<file path="src/mil1553_cfg.svh">
//////////////////////////////////////////////////
// Decoder timing counts for 8x line oversampling
// Accepted command/status and data sync patterns
//////////////////////////////////////////////////
`ifndef MIL1553_CFG_SVH
`define MIL1553_CFG_SVH

// Oversampling and word geometry
`define MIL_SAMPLES_PER_BIT 4'd8
`define MIL_SYNC_LEN        24
`define MIL_WORD_BITS       5'd17

// Sample counter values within a word window
`define MIL_CNT_IDLE        8'hFF
`define MIL_WORD_END        8'd131
`define MIL_HOLD_END        8'd132

//////////////////////////////////////////////////
// Sync patterns, newest sample in bit 0
//////////////////////////////////////////////////

// Command/status sync, high then low
`define MIL_CSW_SYNC_0      24'h7FF000
`define MIL_CSW_SYNC_1      24'h7FF800
`define MIL_CSW_SYNC_2      24'hFFE001
`define MIL_CSW_SYNC_3      24'hFFF000

// Data sync, low then high
`define MIL_DW_SYNC_0       24'h0007FF
`define MIL_DW_SYNC_1       24'h001FFF
`define MIL_DW_SYNC_2       24'h000FFF

`endif

</file>
<file path="src/mil1553_word_pkg.sv">
//////////////////////////////////////////////////
// 1553 word and command field types
//////////////////////////////////////////////////
package mil1553_word_pkg;

   // Received word, bit 0 is the first bit on the line
   typedef logic [15:0] word_t;

   // Command word fields
   typedef logic [4:0] rt_addr_t;
   typedef logic [4:0] subaddr_t;
   typedef logic [4:0] wcnt_mcode_t;

   // Kind of word being received, taken from its sync
   typedef enum logic [1:0] {
      kind_none = 2'b00,
      kind_csw  = 2'b01,
      kind_dw   = 2'b10
   } word_kind_t;

endpackage

</file>
<file path="src/mil1553_dec_pkg.sv">
//////////////////////////////////////////////////
// Decoder counter and sync register types
//////////////////////////////////////////////////
`include "mil1553_cfg.svh"

package mil1553_dec_pkg;

   // Sample count within a word window
   typedef logic [7:0] sample_cnt_t;

   // Bit position within a word, parity is bit 16
   typedef logic [4:0] bit_idx_t;

   // Line history used for sync matching
   typedef logic [`MIL_SYNC_LEN-1:0] sync_sreg_t;

endpackage

</file>
<file path="src/sync_detector.sv">
//////////////////////////////////////////////////
// Line sample taps, transition detect and
// command/status and data sync matching
//////////////////////////////////////////////////
`timescale 1ns/10ps
`include "mil1553_cfg.svh"

module sync_detector (
   input  logic dec_clk,
   input  logic rst_n,
   input  logic rx_data,
   output logic data_bit,
   output logic sync_csw,
   output logic sync_dw
);
   import mil1553_dec_pkg::*;

   // Tap 0 holds the newest sample, tap 4 the oldest
   logic [4:0] tap_sreg;
   sync_sreg_t sync_sreg;
   logic       line_edge;
   logic       csw_match;
   logic       dw_match;
   logic       csw_match_d;
   logic       dw_match_d;

   // Line history, taps feed the sync window
   always_ff @(posedge dec_clk or negedge rst_n) begin
      if (!rst_n) begin
         tap_sreg  <= '0;
         sync_sreg <= '0;
      end else begin
         tap_sreg  <= {tap_sreg[3:0], rx_data};
         sync_sreg <= {sync_sreg[`MIL_SYNC_LEN-2:0], tap_sreg[4]};
      end
   end

   // Mid-bit transition right after the sync window
   assign line_edge = tap_sreg[1] ^ tap_sreg[0];

   // Bit value is the inverted level at the middle tap
   assign data_bit = ~tap_sreg[2];

   assign csw_match = (sync_sreg == `MIL_CSW_SYNC_0) || (sync_sreg == `MIL_CSW_SYNC_1) ||
                      (sync_sreg == `MIL_CSW_SYNC_2) || (sync_sreg == `MIL_CSW_SYNC_3);
   assign dw_match  = (sync_sreg == `MIL_DW_SYNC_0) || (sync_sreg == `MIL_DW_SYNC_1) ||
                      (sync_sreg == `MIL_DW_SYNC_2);

   // Keep a match for one extra cycle so a late edge still qualifies
   always_ff @(posedge dec_clk or negedge rst_n) begin
      if (!rst_n) begin
         csw_match_d <= 1'b0;
         dw_match_d  <= 1'b0;
      end else begin
         csw_match_d <= csw_match;
         dw_match_d  <= dw_match;
      end
   end

   assign sync_csw = (csw_match || csw_match_d) && line_edge;
   assign sync_dw  = (dw_match || dw_match_d) && line_edge;

   // Only one sync kind may start a word
   a_sync_exclusive: assert property (@(posedge dec_clk) disable iff (!rst_n)
      !(sync_csw && sync_dw));

endmodule

</file>
<file path="src/word_timer.sv">
//////////////////////////////////////////////////
// Word window, sample counter, bit strobe and
// word kind hold
//////////////////////////////////////////////////
`timescale 1ns/10ps
`include "mil1553_cfg.svh"

module word_timer (
   input  logic                         dec_clk,
   input  logic                         rst_n,
   input  logic                         sync_csw,
   input  logic                         sync_dw,
   output logic                         sample,
   output mil1553_dec_pkg::bit_idx_t    bit_idx,
   output mil1553_word_pkg::word_kind_t word_kind,
   output logic                         word_done
);
   import mil1553_dec_pkg::*;
   import mil1553_word_pkg::*;

   logic        win_en;
   logic        sync_any;
   sample_cnt_t sample_cnt;

   assign sync_any = sync_csw || sync_dw;

   // Window opens on a sync and closes at the end of the parity bit
   always_ff @(posedge dec_clk or negedge rst_n) begin
      if (!rst_n) begin
         win_en <= 1'b0;
      end else if (sync_any) begin
         win_en <= 1'b1;
      end else if (sample_cnt == `MIL_WORD_END) begin
         win_en <= 1'b0;
      end
   end

   // Preset while idle, a new sync restarts the count
   always_ff @(posedge dec_clk or negedge rst_n) begin
      if (!rst_n) begin
         sample_cnt <= `MIL_CNT_IDLE;
      end else if (sync_any || !win_en) begin
         sample_cnt <= `MIL_CNT_IDLE;
      end else begin
         sample_cnt <= sample_cnt + 1'b1;
      end
   end

   // One strobe per bit, second half of the bit
   assign sample = win_en &&
                   ((sample_cnt & sample_cnt_t'(`MIL_SAMPLES_PER_BIT - 1'b1)) == '0);

   assign word_done = (sample_cnt == `MIL_WORD_END);

   // Index of the bit taken on the current strobe
   always_ff @(posedge dec_clk or negedge rst_n) begin
      if (!rst_n) begin
         bit_idx <= '0;
      end else if (sync_any || !win_en) begin
         bit_idx <= '0;
      end else if (sample) begin
         bit_idx <= bit_idx + 1'b1;
      end
   end

   // Word kind stays until one count past word end
   always_ff @(posedge dec_clk or negedge rst_n) begin
      if (!rst_n) begin
         word_kind <= kind_none;
      end else if (sync_csw) begin
         word_kind <= kind_csw;
      end else if (sync_dw) begin
         word_kind <= kind_dw;
      end else if (sample_cnt == `MIL_HOLD_END) begin
         word_kind <= kind_none;
      end
   end

   // 16 data bits and parity, never more strobes per window
   a_bit_idx_range: assert property (@(posedge dec_clk) disable iff (!rst_n)
      sample |-> (bit_idx < `MIL_WORD_BITS));

endmodule

</file>
<file path="src/word_assembler.sv">
//////////////////////////////////////////////////
// Bit shifter, odd parity check and registered
// word outputs
//////////////////////////////////////////////////
`timescale 1ns/10ps
`include "mil1553_cfg.svh"

module word_assembler (
   input  logic                         dec_clk,
   input  logic                         rst_n,
   input  logic                         data_bit,
   input  logic                         sample,
   input  logic                         word_done,
   input  mil1553_word_pkg::word_kind_t word_kind,
   output mil1553_word_pkg::word_t      rx_dword,
   output logic                         rx_dval,
   output logic                         rx_csw,
   output logic                         rx_dw,
   output logic                         rx_perr,
   output logic                         parity_bit
);
   import mil1553_word_pkg::*;

   // First bit on the line ends up in bit 0, parity in the top bit
   logic [`MIL_WORD_BITS-1:0] bit_sreg;

   always_ff @(posedge dec_clk) begin
      if (sample) begin
         bit_sreg <= {data_bit, bit_sreg[`MIL_WORD_BITS-1:1]};
      end
   end

   // Outputs are zero outside the valid cycle
   always_ff @(posedge dec_clk or negedge rst_n) begin
      if (!rst_n) begin
         rx_dword   <= '0;
         rx_dval    <= 1'b0;
         rx_perr    <= 1'b0;
         parity_bit <= 1'b0;
      end else if (word_done) begin
         rx_dword   <= bit_sreg[$bits(word_t)-1:0];
         rx_dval    <= 1'b1;
         // Even count of ones over all 17 bits
         rx_perr    <= ~(^bit_sreg);
         parity_bit <= bit_sreg[`MIL_WORD_BITS-1];
      end else begin
         rx_dword   <= '0;
         rx_dval    <= 1'b0;
         rx_perr    <= 1'b0;
         parity_bit <= 1'b0;
      end
   end

   assign rx_csw = (word_kind == kind_csw);
   assign rx_dw  = (word_kind == kind_dw);

   // Each word is reported exactly once
   a_dval_pulse: assert property (@(posedge dec_clk) disable iff (!rst_n)
      rx_dval |=> !rx_dval);

endmodule

</file>
<file path="src/command_field_capture.sv">
//////////////////////////////////////////////////
// Command word field registers, lastword clear
//////////////////////////////////////////////////
`timescale 1ns/10ps

module command_field_capture (
   input  logic                          dec_clk,
   input  logic                          rst_n,
   input  logic                          data_bit,
   input  logic                          sample,
   input  mil1553_dec_pkg::bit_idx_t     bit_idx,
   input  mil1553_word_pkg::word_kind_t  word_kind,
   input  logic                          lastword,
   output mil1553_word_pkg::rt_addr_t    rt_address,
   output logic                          tr,
   output mil1553_word_pkg::subaddr_t    sub_address,
   output mil1553_word_pkg::wcnt_mcode_t dwcnt_mcode
);
   import mil1553_word_pkg::*;

   logic csw_sample;

   // Only bits of a command/status word feed the fields
   assign csw_sample = sample && (word_kind == kind_csw);

   //////////////////////////////////////////////////
   // Fields shift in from the top so that field bit 0
   // holds the earliest word bit
   //////////////////////////////////////////////////

   // RT address, word bits 0 to 4
   always_ff @(posedge dec_clk or negedge rst_n) begin
      if (!rst_n) begin
         rt_address <= '0;
      end else if (lastword) begin
         rt_address <= '0;
      end else if (csw_sample && (bit_idx < 5'd5)) begin
         rt_address <= {data_bit, rt_address[4:1]};
      end
   end

   // Transmit/receive, word bit 5
   always_ff @(posedge dec_clk or negedge rst_n) begin
      if (!rst_n) begin
         tr <= 1'b0;
      end else if (lastword) begin
         tr <= 1'b0;
      end else if (csw_sample && (bit_idx == 5'd5)) begin
         tr <= data_bit;
      end
   end

   // Subaddress, word bits 6 to 10
   always_ff @(posedge dec_clk or negedge rst_n) begin
      if (!rst_n) begin
         sub_address <= '0;
      end else if (lastword) begin
         sub_address <= '0;
      end else if (csw_sample && (bit_idx >= 5'd6) && (bit_idx <= 5'd10)) begin
         sub_address <= {data_bit, sub_address[4:1]};
      end
   end

   // Word count or mode code, bits 11 to 15, kept over lastword
   always_ff @(posedge dec_clk or negedge rst_n) begin
      if (!rst_n) begin
         dwcnt_mcode <= '0;
      end else if (csw_sample && (bit_idx >= 5'd11) && (bit_idx <= 5'd15)) begin
         dwcnt_mcode <= {data_bit, dwcnt_mcode[4:1]};
      end
   end

endmodule

</file>
<file path="src/mil1553_decoder.sv">
//////////////////////////////////////////////////
// 1553 receive decoder top level
//////////////////////////////////////////////////
`timescale 1ns/10ps

module mil1553_decoder (
   input  logic                          dec_clk,
   input  logic                          rst_n,
   input  logic                          rx_data,
   input  logic                          lastword,
   output mil1553_word_pkg::word_t       rx_dword,
   output logic                          rx_dval,
   output logic                          rx_csw,
   output logic                          rx_dw,
   output logic                          rx_perr,
   output logic                          parity_bit,
   output mil1553_word_pkg::rt_addr_t    rt_address,
   output logic                          tr,
   output mil1553_word_pkg::subaddr_t    sub_address,
   output mil1553_word_pkg::wcnt_mcode_t dwcnt_mcode
);
   import mil1553_word_pkg::*;
   import mil1553_dec_pkg::*;

   logic       data_bit;
   logic       sync_csw;
   logic       sync_dw;
   logic       sample;
   logic       word_done;
   bit_idx_t   bit_idx;
   word_kind_t word_kind;

   // Line front end
   sync_detector sync_detector_i (
      .dec_clk  (dec_clk),
      .rst_n    (rst_n),
      .rx_data  (rx_data),
      .data_bit (data_bit),
      .sync_csw (sync_csw),
      .sync_dw  (sync_dw)
   );

   word_timer word_timer_i (
      .dec_clk   (dec_clk),
      .rst_n     (rst_n),
      .sync_csw  (sync_csw),
      .sync_dw   (sync_dw),
      .sample    (sample),
      .bit_idx   (bit_idx),
      .word_kind (word_kind),
      .word_done (word_done)
   );

   word_assembler word_assembler_i (
      .dec_clk    (dec_clk),
      .rst_n      (rst_n),
      .data_bit   (data_bit),
      .sample     (sample),
      .word_done  (word_done),
      .word_kind  (word_kind),
      .rx_dword   (rx_dword),
      .rx_dval    (rx_dval),
      .rx_csw     (rx_csw),
      .rx_dw      (rx_dw),
      .rx_perr    (rx_perr),
      .parity_bit (parity_bit)
   );

   // Field capture runs alongside the word shifter
   command_field_capture command_field_capture_i (
      .dec_clk     (dec_clk),
      .rst_n       (rst_n),
      .data_bit    (data_bit),
      .sample      (sample),
      .bit_idx     (bit_idx),
      .word_kind   (word_kind),
      .lastword    (lastword),
      .rt_address  (rt_address),
      .tr          (tr),
      .sub_address (sub_address),
      .dwcnt_mcode (dwcnt_mcode)
   );

endmodule

</file>
<file path="config.mk">
export PLATFORM = sky130hd
export DESIGN_NAME = mil1553_decoder
export DESIGN_NICKNAME = d
export VERILOG_FILES = /design/src/mil1553_word_pkg.sv /design/src/mil1553_dec_pkg.sv /design/src/sync_detector.sv /design/src/word_timer.sv /design/src/word_assembler.sv /design/src/command_field_capture.sv /design/src/mil1553_decoder.sv
export VERILOG_INCLUDE_DIRS = /design/src /design/src/src
export SDC_FILE = /design/constraint.sdc
export NUM_CORES = 1
export LEC_CHECK = 0
export BUFFER_PORTS_ARGS = -buffer_cell sky130_fd_sc_hd__buf_2
export CORE_ASPECT_RATIO = 0.75
export CORE_MARGIN = 1.5
export CORE_UTILIZATION = 40
export DETAILED_ROUTE_END_ITERATION = 16
export HOLD_SLACK_MARGIN = 0.15
export MAX_ROUTING_LAYER = met4
export SYNTH_ARGS = -nofsm -noshare
export SYNTH_HDL_FRONTEND = slang
export SYNTH_HIERARCHICAL = 1
export SYNTH_SLANG_ARGS = --single-unit
</file>
<file path="constraint.sdc">
create_clock -name dec_clk -period 3 [get_ports dec_clk]
set_input_delay 0.6 -clock dec_clk [delete_from_list [all_inputs] [get_ports dec_clk]]
set_output_delay 0.6 -clock dec_clk [all_outputs]
set_load 0.01 [all_outputs]
</file>
# [Word-level counts from Yosys, hierarchy flattened]
# Index checks and enable logic that the tools add are counted.
[totals] input_bits=4 register_bits=99 out_inout_bits=37 elab_cells=85
[op_classes] add_sub_neg=2 order_cmp=5 muxes=18 reduce_logical=28 bitwise=3 n_eq_ne=12
[op_table] op="$eq 24x23->1 const B" count=2
[op_table] op="$eq 24x24->1 const B" count=2
[op_table] op="$mux 5" count=6
[op_table] op="$eq 24x11->1 const B" count=1
[op_table] op="$eq 24x12->1 const B" count=1
[op_table] op="$eq 24x13->1 const B" count=1
[op_table] op="$reduce_xor 17->1" count=1
[op_table] op="$eq 8x8->1 const B" count=2
[op_table] op="$mux 16" count=1
[op_table] op="$le 5x4->1 const B" count=2
[op_table] op="$logic_and 1x1->1" count=10
[op_table] op="$reduce_bool 2->1" count=5
[op_table] op="$logic_or 1x1->1" count=9
[op_table] op="$add 8x1->8 const B" count=1
[op_table] op="$logic_not 8->1" count=1
[op_table] op="$mux 8" count=1
[op_table] op="$mux 1" count=7
[op_table] op="$mux 2" count=3
[op_table] op="$add 5x1->5 const B" count=1
[op_table] op="$eq 5x3->1 const B" count=1
[op_table] op="$ge 5x3->1 const B" count=1
[op_table] op="$ge 5x4->1 const B" count=1
[op_table] op="$lt 5x3->1 const B" count=1
[op_table] op="$reduce_bool 3->1" count=1
[op_table] op="other kinds (5)" count=6

# [Depth between registers and ports, before layout]
[depth] ltp_word=9 depth_mapped=7 ltp_nobuf=7

# [Modules after synthesis]
# The synthesis kept the hierarchy.
[modules_own_cells] mod="word_assembler" n_inst=1 cells_per_inst=72 area_each_um2=1278.7 seq_area_each_um2=985.9
[modules_own_cells] mod="sync_detector" n_inst=1 cells_per_inst=55 area_each_um2=942.2 seq_area_each_um2=775.7
[modules_own_cells] mod="word_timer" n_inst=1 cells_per_inst=76 area_each_um2=818.3 seq_area_each_um2=410.4
[modules_own_cells] mod="command_field_capture" n_inst=1 cells_per_inst=57 area_each_um2=767.0 seq_area_each_um2=400.4

# [Worst setup path before layout]
# No wires, ideal clock.
[synth_path] kind="flip-flop to flip-flop" from="register word_timer_i.sample_cnt[0]" to="register command_field_capture_i.dwcnt_mcode[0]" stages_incl_launch_ff=8 setup_time_ps=125 n_path_buf=0 t_arrival_ps=2021 slack_ps=855 required_time_ps=2875 synth_period_minus_slack_ps=2145 cell_sequence="dfstp_2 -> inv_1 -> ha_1 -> nand3b_1 -> inv_1 -> and4bb_2 -> nand3_2 -> mux2_2"
[synth_between] elab_chain_len=5
[synth_lines] element="from (decl)" line="word_timer.sv:23" source="sample_cnt_t sample_cnt;"
[synth_lines] element="from (signal assigned)" line="word_timer.sv:41" source="sample_cnt <= `MIL_CNT_IDLE;"
[synth_lines] element="from (signal assigned)" line="word_timer.sv:43" source="sample_cnt <= `MIL_CNT_IDLE;"
[synth_lines] element="from (signal assigned)" line="word_timer.sv:45" source="sample_cnt <= sample_cnt + 1'b1;"
[synth_lines] element="$logic_not 8->1" line="word_timer.sv:51" source="((sample_cnt & sample_cnt_t'(`MIL_SAMPLES_PER_BIT - 1'b1)) == '0);"
[synth_lines] element="$logic_and 1x1->1" line="word_timer.sv:50" source="assign sample = win_en &&"
[synth_lines] element="via sample" line="mil1553_decoder.sv:28" source="logic sample;"
[synth_lines] element="$logic_and 1x1->1" line="command_field_capture.sv:24" source="assign csw_sample = sample && (word_kind == kind_csw);"
[synth_lines] element="$logic_and 1x1->1 (2 in series)" line="command_field_capture.sv:68" source="end else if (csw_sample && (bit_idx >= 5'd11) && (bit_idx <= 5'd15)) begin"
[synth_lines] element="to (signal assigned)" line="command_field_capture.sv:69" source="dwcnt_mcode <= {data_bit, dwcnt_mcode[4:1]};"
[synth_lines] element="to (decl)" line="command_field_capture.sv:17" source="output mil1553_word_pkg::wcnt_mcode_t dwcnt_mcode"
# The timed path passes the listed nets, and every way through them passes these cells.
# A chain may end at the register's enable or synchronous reset.

# [Worst setup path in the final report]
[layout_path] from="register word_timer_i.sample_cnt[0]" to="register command_field_capture_i.dwcnt_mcode[4]"
# Same word-level chain as after synthesis.

==> flow_metrics.py <==
metrics = {
    "placement": {
        "io_buffers": 40,
        "routabilityCongestion": 0.731,
        "hpwl_um": 4040,
    },
    "route": {
        "final_antenna_net_count": 0,
        "drt_iter0_markers": 98,
        "via_per_inst": 4.74,
        "wl_per_cell_um": 13.6,
        "remaining_drc_errors": 0,
        "wl_um": 6030,
        "vias": 2100,
        "first_pass_iters": 4,
    },
    "layout": {
        "syn2layout_area_growth_pct": 18.0,
        "fin_util_pct": 49.0,
        "final_common_cell": "dfrtp_1",
        "fillCellCount": 844,
        "drive_gt1_share_pct": 26.0,
        "layout.nets": 317,
        "multiInputGateArea_um2": 1190,
        "final_cell_mix": "dfrtp_1 (74), buf_2 (39), edfxtp_1 (17)",
        "antennaDiodeCount": 0,
        "ff_latch_area_um2": 2570,
    },
    "synth": {
        "syn_nets": 267,
        "async_flop_share_pct": 82.8,
        "synth_top_cell_by_area": "dfrtp_1",
        "postSynthCellCount": 260,
        "synth_top_area_share_pct": 48.7,
        "synth_area_leaders": "dfrtp_1 (49%), edfxtp_1 (13%), dfstp_2 (5.5%)",
        "dominantRegCellSynth": "dfrtp_1",
        "synth_area_um2": 3810,
        "synthDistinctLibCells": 51,
        "synth-seq-cells": 99,
        "synth-edff-count": 17,
        "synth.avg_cell_area_um2": 14.6,
        "ys_seq_area_share_pct": 67.6,
        "synth_warnings": 6,
    },
    "floorplan": {
        "die_h_um": 87.5,
        "start_util_pct": 41.6,
        "die_w_um": 116,
        "row_count": 30,
        "coreArea_um2": 9160,
        "io_pins": 41,
        "fp.dieArea_um2": 10100,
    },
    "cts": {
        "cts_sinks": 99,
        "cts_tree": "built",
        "cts-root-buf": "clkbuf_16",
        "postCtsSetupBuffers": 0,
        "cts_buffers": 9,
        "postCtsResizedCells": 0,
        "clkTransAtPathRegs_ns": 0.06,
        "cts_max_path_buffers": 2,
        "ctsHoldBuffers": 0,
        "clock_insertion_delay_worst_skew_ns": 0.34,
        "cts_max_level": 3,
    },
    "global_routing": {
        "grt_pass1_vias": 1999,
        "grt_pass1_wl_um": 10300,
        "antenna_found_initial": 0,
        "grt_max_degree": 83,
        "grt_use_total_pct": 13.9,
        "grt.overflow.total": 0,
    },
    "hold_path": {
        "hp-class": "primary input to asynchronous set/reset pin",
    },
    "sta": {
        "fin_crit_sh_pct": 67.9,
        "finalCriticalPeriod_ns": 2.04,
        "rsz0062_at_grt": "no",
        "relSlewSlack_pct": 57.4,
        "fmax_mhz": 491,
        "slew_violations": 0,
        "tightestPinTransition_ns": 0.639,
        "hold_viol_final": 0,
        "clock_skew_ns": 0.00659,
        "tns_ns": 0,
        "setup_violations": 0,
    },
    "pwr": {
        "power_leakage_nw": 2.08,
        "p_per_area_nw_per_um2": 584,
        "peakVddDrop_v": 0.000301,
        "fin_total_pwr_mw": 2.62,
    },
    "setup_path": {
        "cp_top_family": "simple AND/OR/NAND/NOR gates",
        "path_max_fanout": 6,
        "critPathBufInv": 2,
        "critical-path-max-stage-delay_ns": 0.57,
        "cp.depth": 7,
        "crit_type": "flop to flop",
        "slowest_stage": "dfstp_2",
        "arrival_ns": 2.26,
        "path_cells": "inv_1 -> ha_1 -> nand3b_1 -> inv_1 -> and4bb_2 -> nand3_2 -> mux2_2",
        "start_kind": "flop",
        "reg2reg_depth": 7,
        "crit_path_frequent_cell": "inv_1",
        "cp.required_ns": 3.23,
        "endpoint_kind": "flop",
        "r2r_setup_slack_ns": 0.96,
    },
    "run_status": {
        "status": "finished, final reports clean",
    },
    "flow_run": {
        "max_cap_violations": 0,
    },
}
synthesized netlist by cell type, types with 2 or more instances:
library cell  instances
nand4_1               4
nand3_1               4
mux2_2                5
and2_1               16
a21oi_1               5
nand3b_1              3
or4_1                 3
nand4b_1              2
a211oi_2              2
and4_1                4
dfstp_2               8
or3_1                 2
ha_1                  3
o21a_1                2
xnor2_1              10
nor2b_1               4
nor4_1                3
xnor3_1               2
nand2b_1             15
dfrtp_1              74
xor2_1                5
clkbuf_1              2
nor3b_2               2
nand2_1              10
edfxtp_1             17
inv_1                 7
nor2_1                5
mux2i_1              13
o21ai_0               5
and3_1                2
power by group:
| group | internal, mW | switching [mW] |
|---|---|---|
| Combinational | 0.0120 | 0.0277 |
| Sequential | 1.38 | 0.0152 |
| Clock | 0.699 | 0.483 |
| Total | 2.10 | 0.526 |
registers in the layout, summed over array words and instances, names as in the netlist, 2 cells and up:
| register | flops |
|---|---|
| sync_detector_i/sync_sreg | 24 |
| word_assembler_i/bit_sreg | 17 |
| word_assembler_i/rx_dword | 16 |
| word_timer_i/sample_cnt | 8 |
| command_field_capture_i/dwcnt_mcode | 5 |
| command_field_capture_i/rt_address | 5 |
| command_field_capture_i/sub_address | 5 |
| sync_detector_i/tap_sreg | 5 |
| word_timer_i/bit_idx | 5 |
| word_timer_i/word_kind | 2 |
layer usage:
metal / GRT usage [%] / share of wire, % / up-vias
met5: - / 0 / -
met1: 20.2 / 52 / 1030
li1: - / - / 1020
met4: 3.99 / 0.93 / 0
met2: 18.0 / 42 / 44
met3: 5.08 / 4.7 / 6
per-stage QoR:
step	std cells	setup WS (ns)	hold slack, ns	area (µm²)
floorplan	260	0.855	0.304	3810
global placement	427	0.976	0.336	4180
detailed placement	427	0.971	0.337	4180
CTS	443	0.962	0.296	4490
global route	443	0.845	0.321	4490
finish	443	0.964	0.274	4490
cell type report:
type                    instances  area share [%]
flip-flops and latches         99            57.3
clock inverters                 4            1.25
inverters                       7           0.585
well taps                     128            3.57
clock buffers                  12            5.71
repair buffers                 42            5.13
multi-input cells             151            26.5
cell families (layout without fill, tap and decap cells):
logic type               count (synthesis)  in the layout  synth area share [%]
AO/OA/AOI/OAI                           22             22                  3.94
XOR/XNOR                                18             18                  5.06
buffers and inverters                   10             65                  1.18
AND/OR/NAND/NOR                         90             90                  16.3
flip-flops                              99             99                  67.6
adder cells (fa/ha/maj)                  3              3                 0.986
multiplexers                            18             18                  4.90
path summary, 6_finish.rpt:
kind                                        startpoint                                endpoint
min reg2reg                sync_detector_i/tap_sreg[3]             sync_detector_i/tap_sreg[4]
max in group asynchronous                        rst_n              word_timer_i/sample_cnt[3]
min                                              rst_n           sync_detector_i/sync_sreg[14]
min in group dec_clk       sync_detector_i/tap_sreg[3]             sync_detector_i/tap_sreg[4]
max                         word_timer_i/sample_cnt[0]  command_field_capture_i/dwcnt_mcode[4]
max reg2reg                 word_timer_i/sample_cnt[0]  command_field_capture_i/dwcnt_mcode[4]
Note: power is estimated with default switching activity, not from simulation.
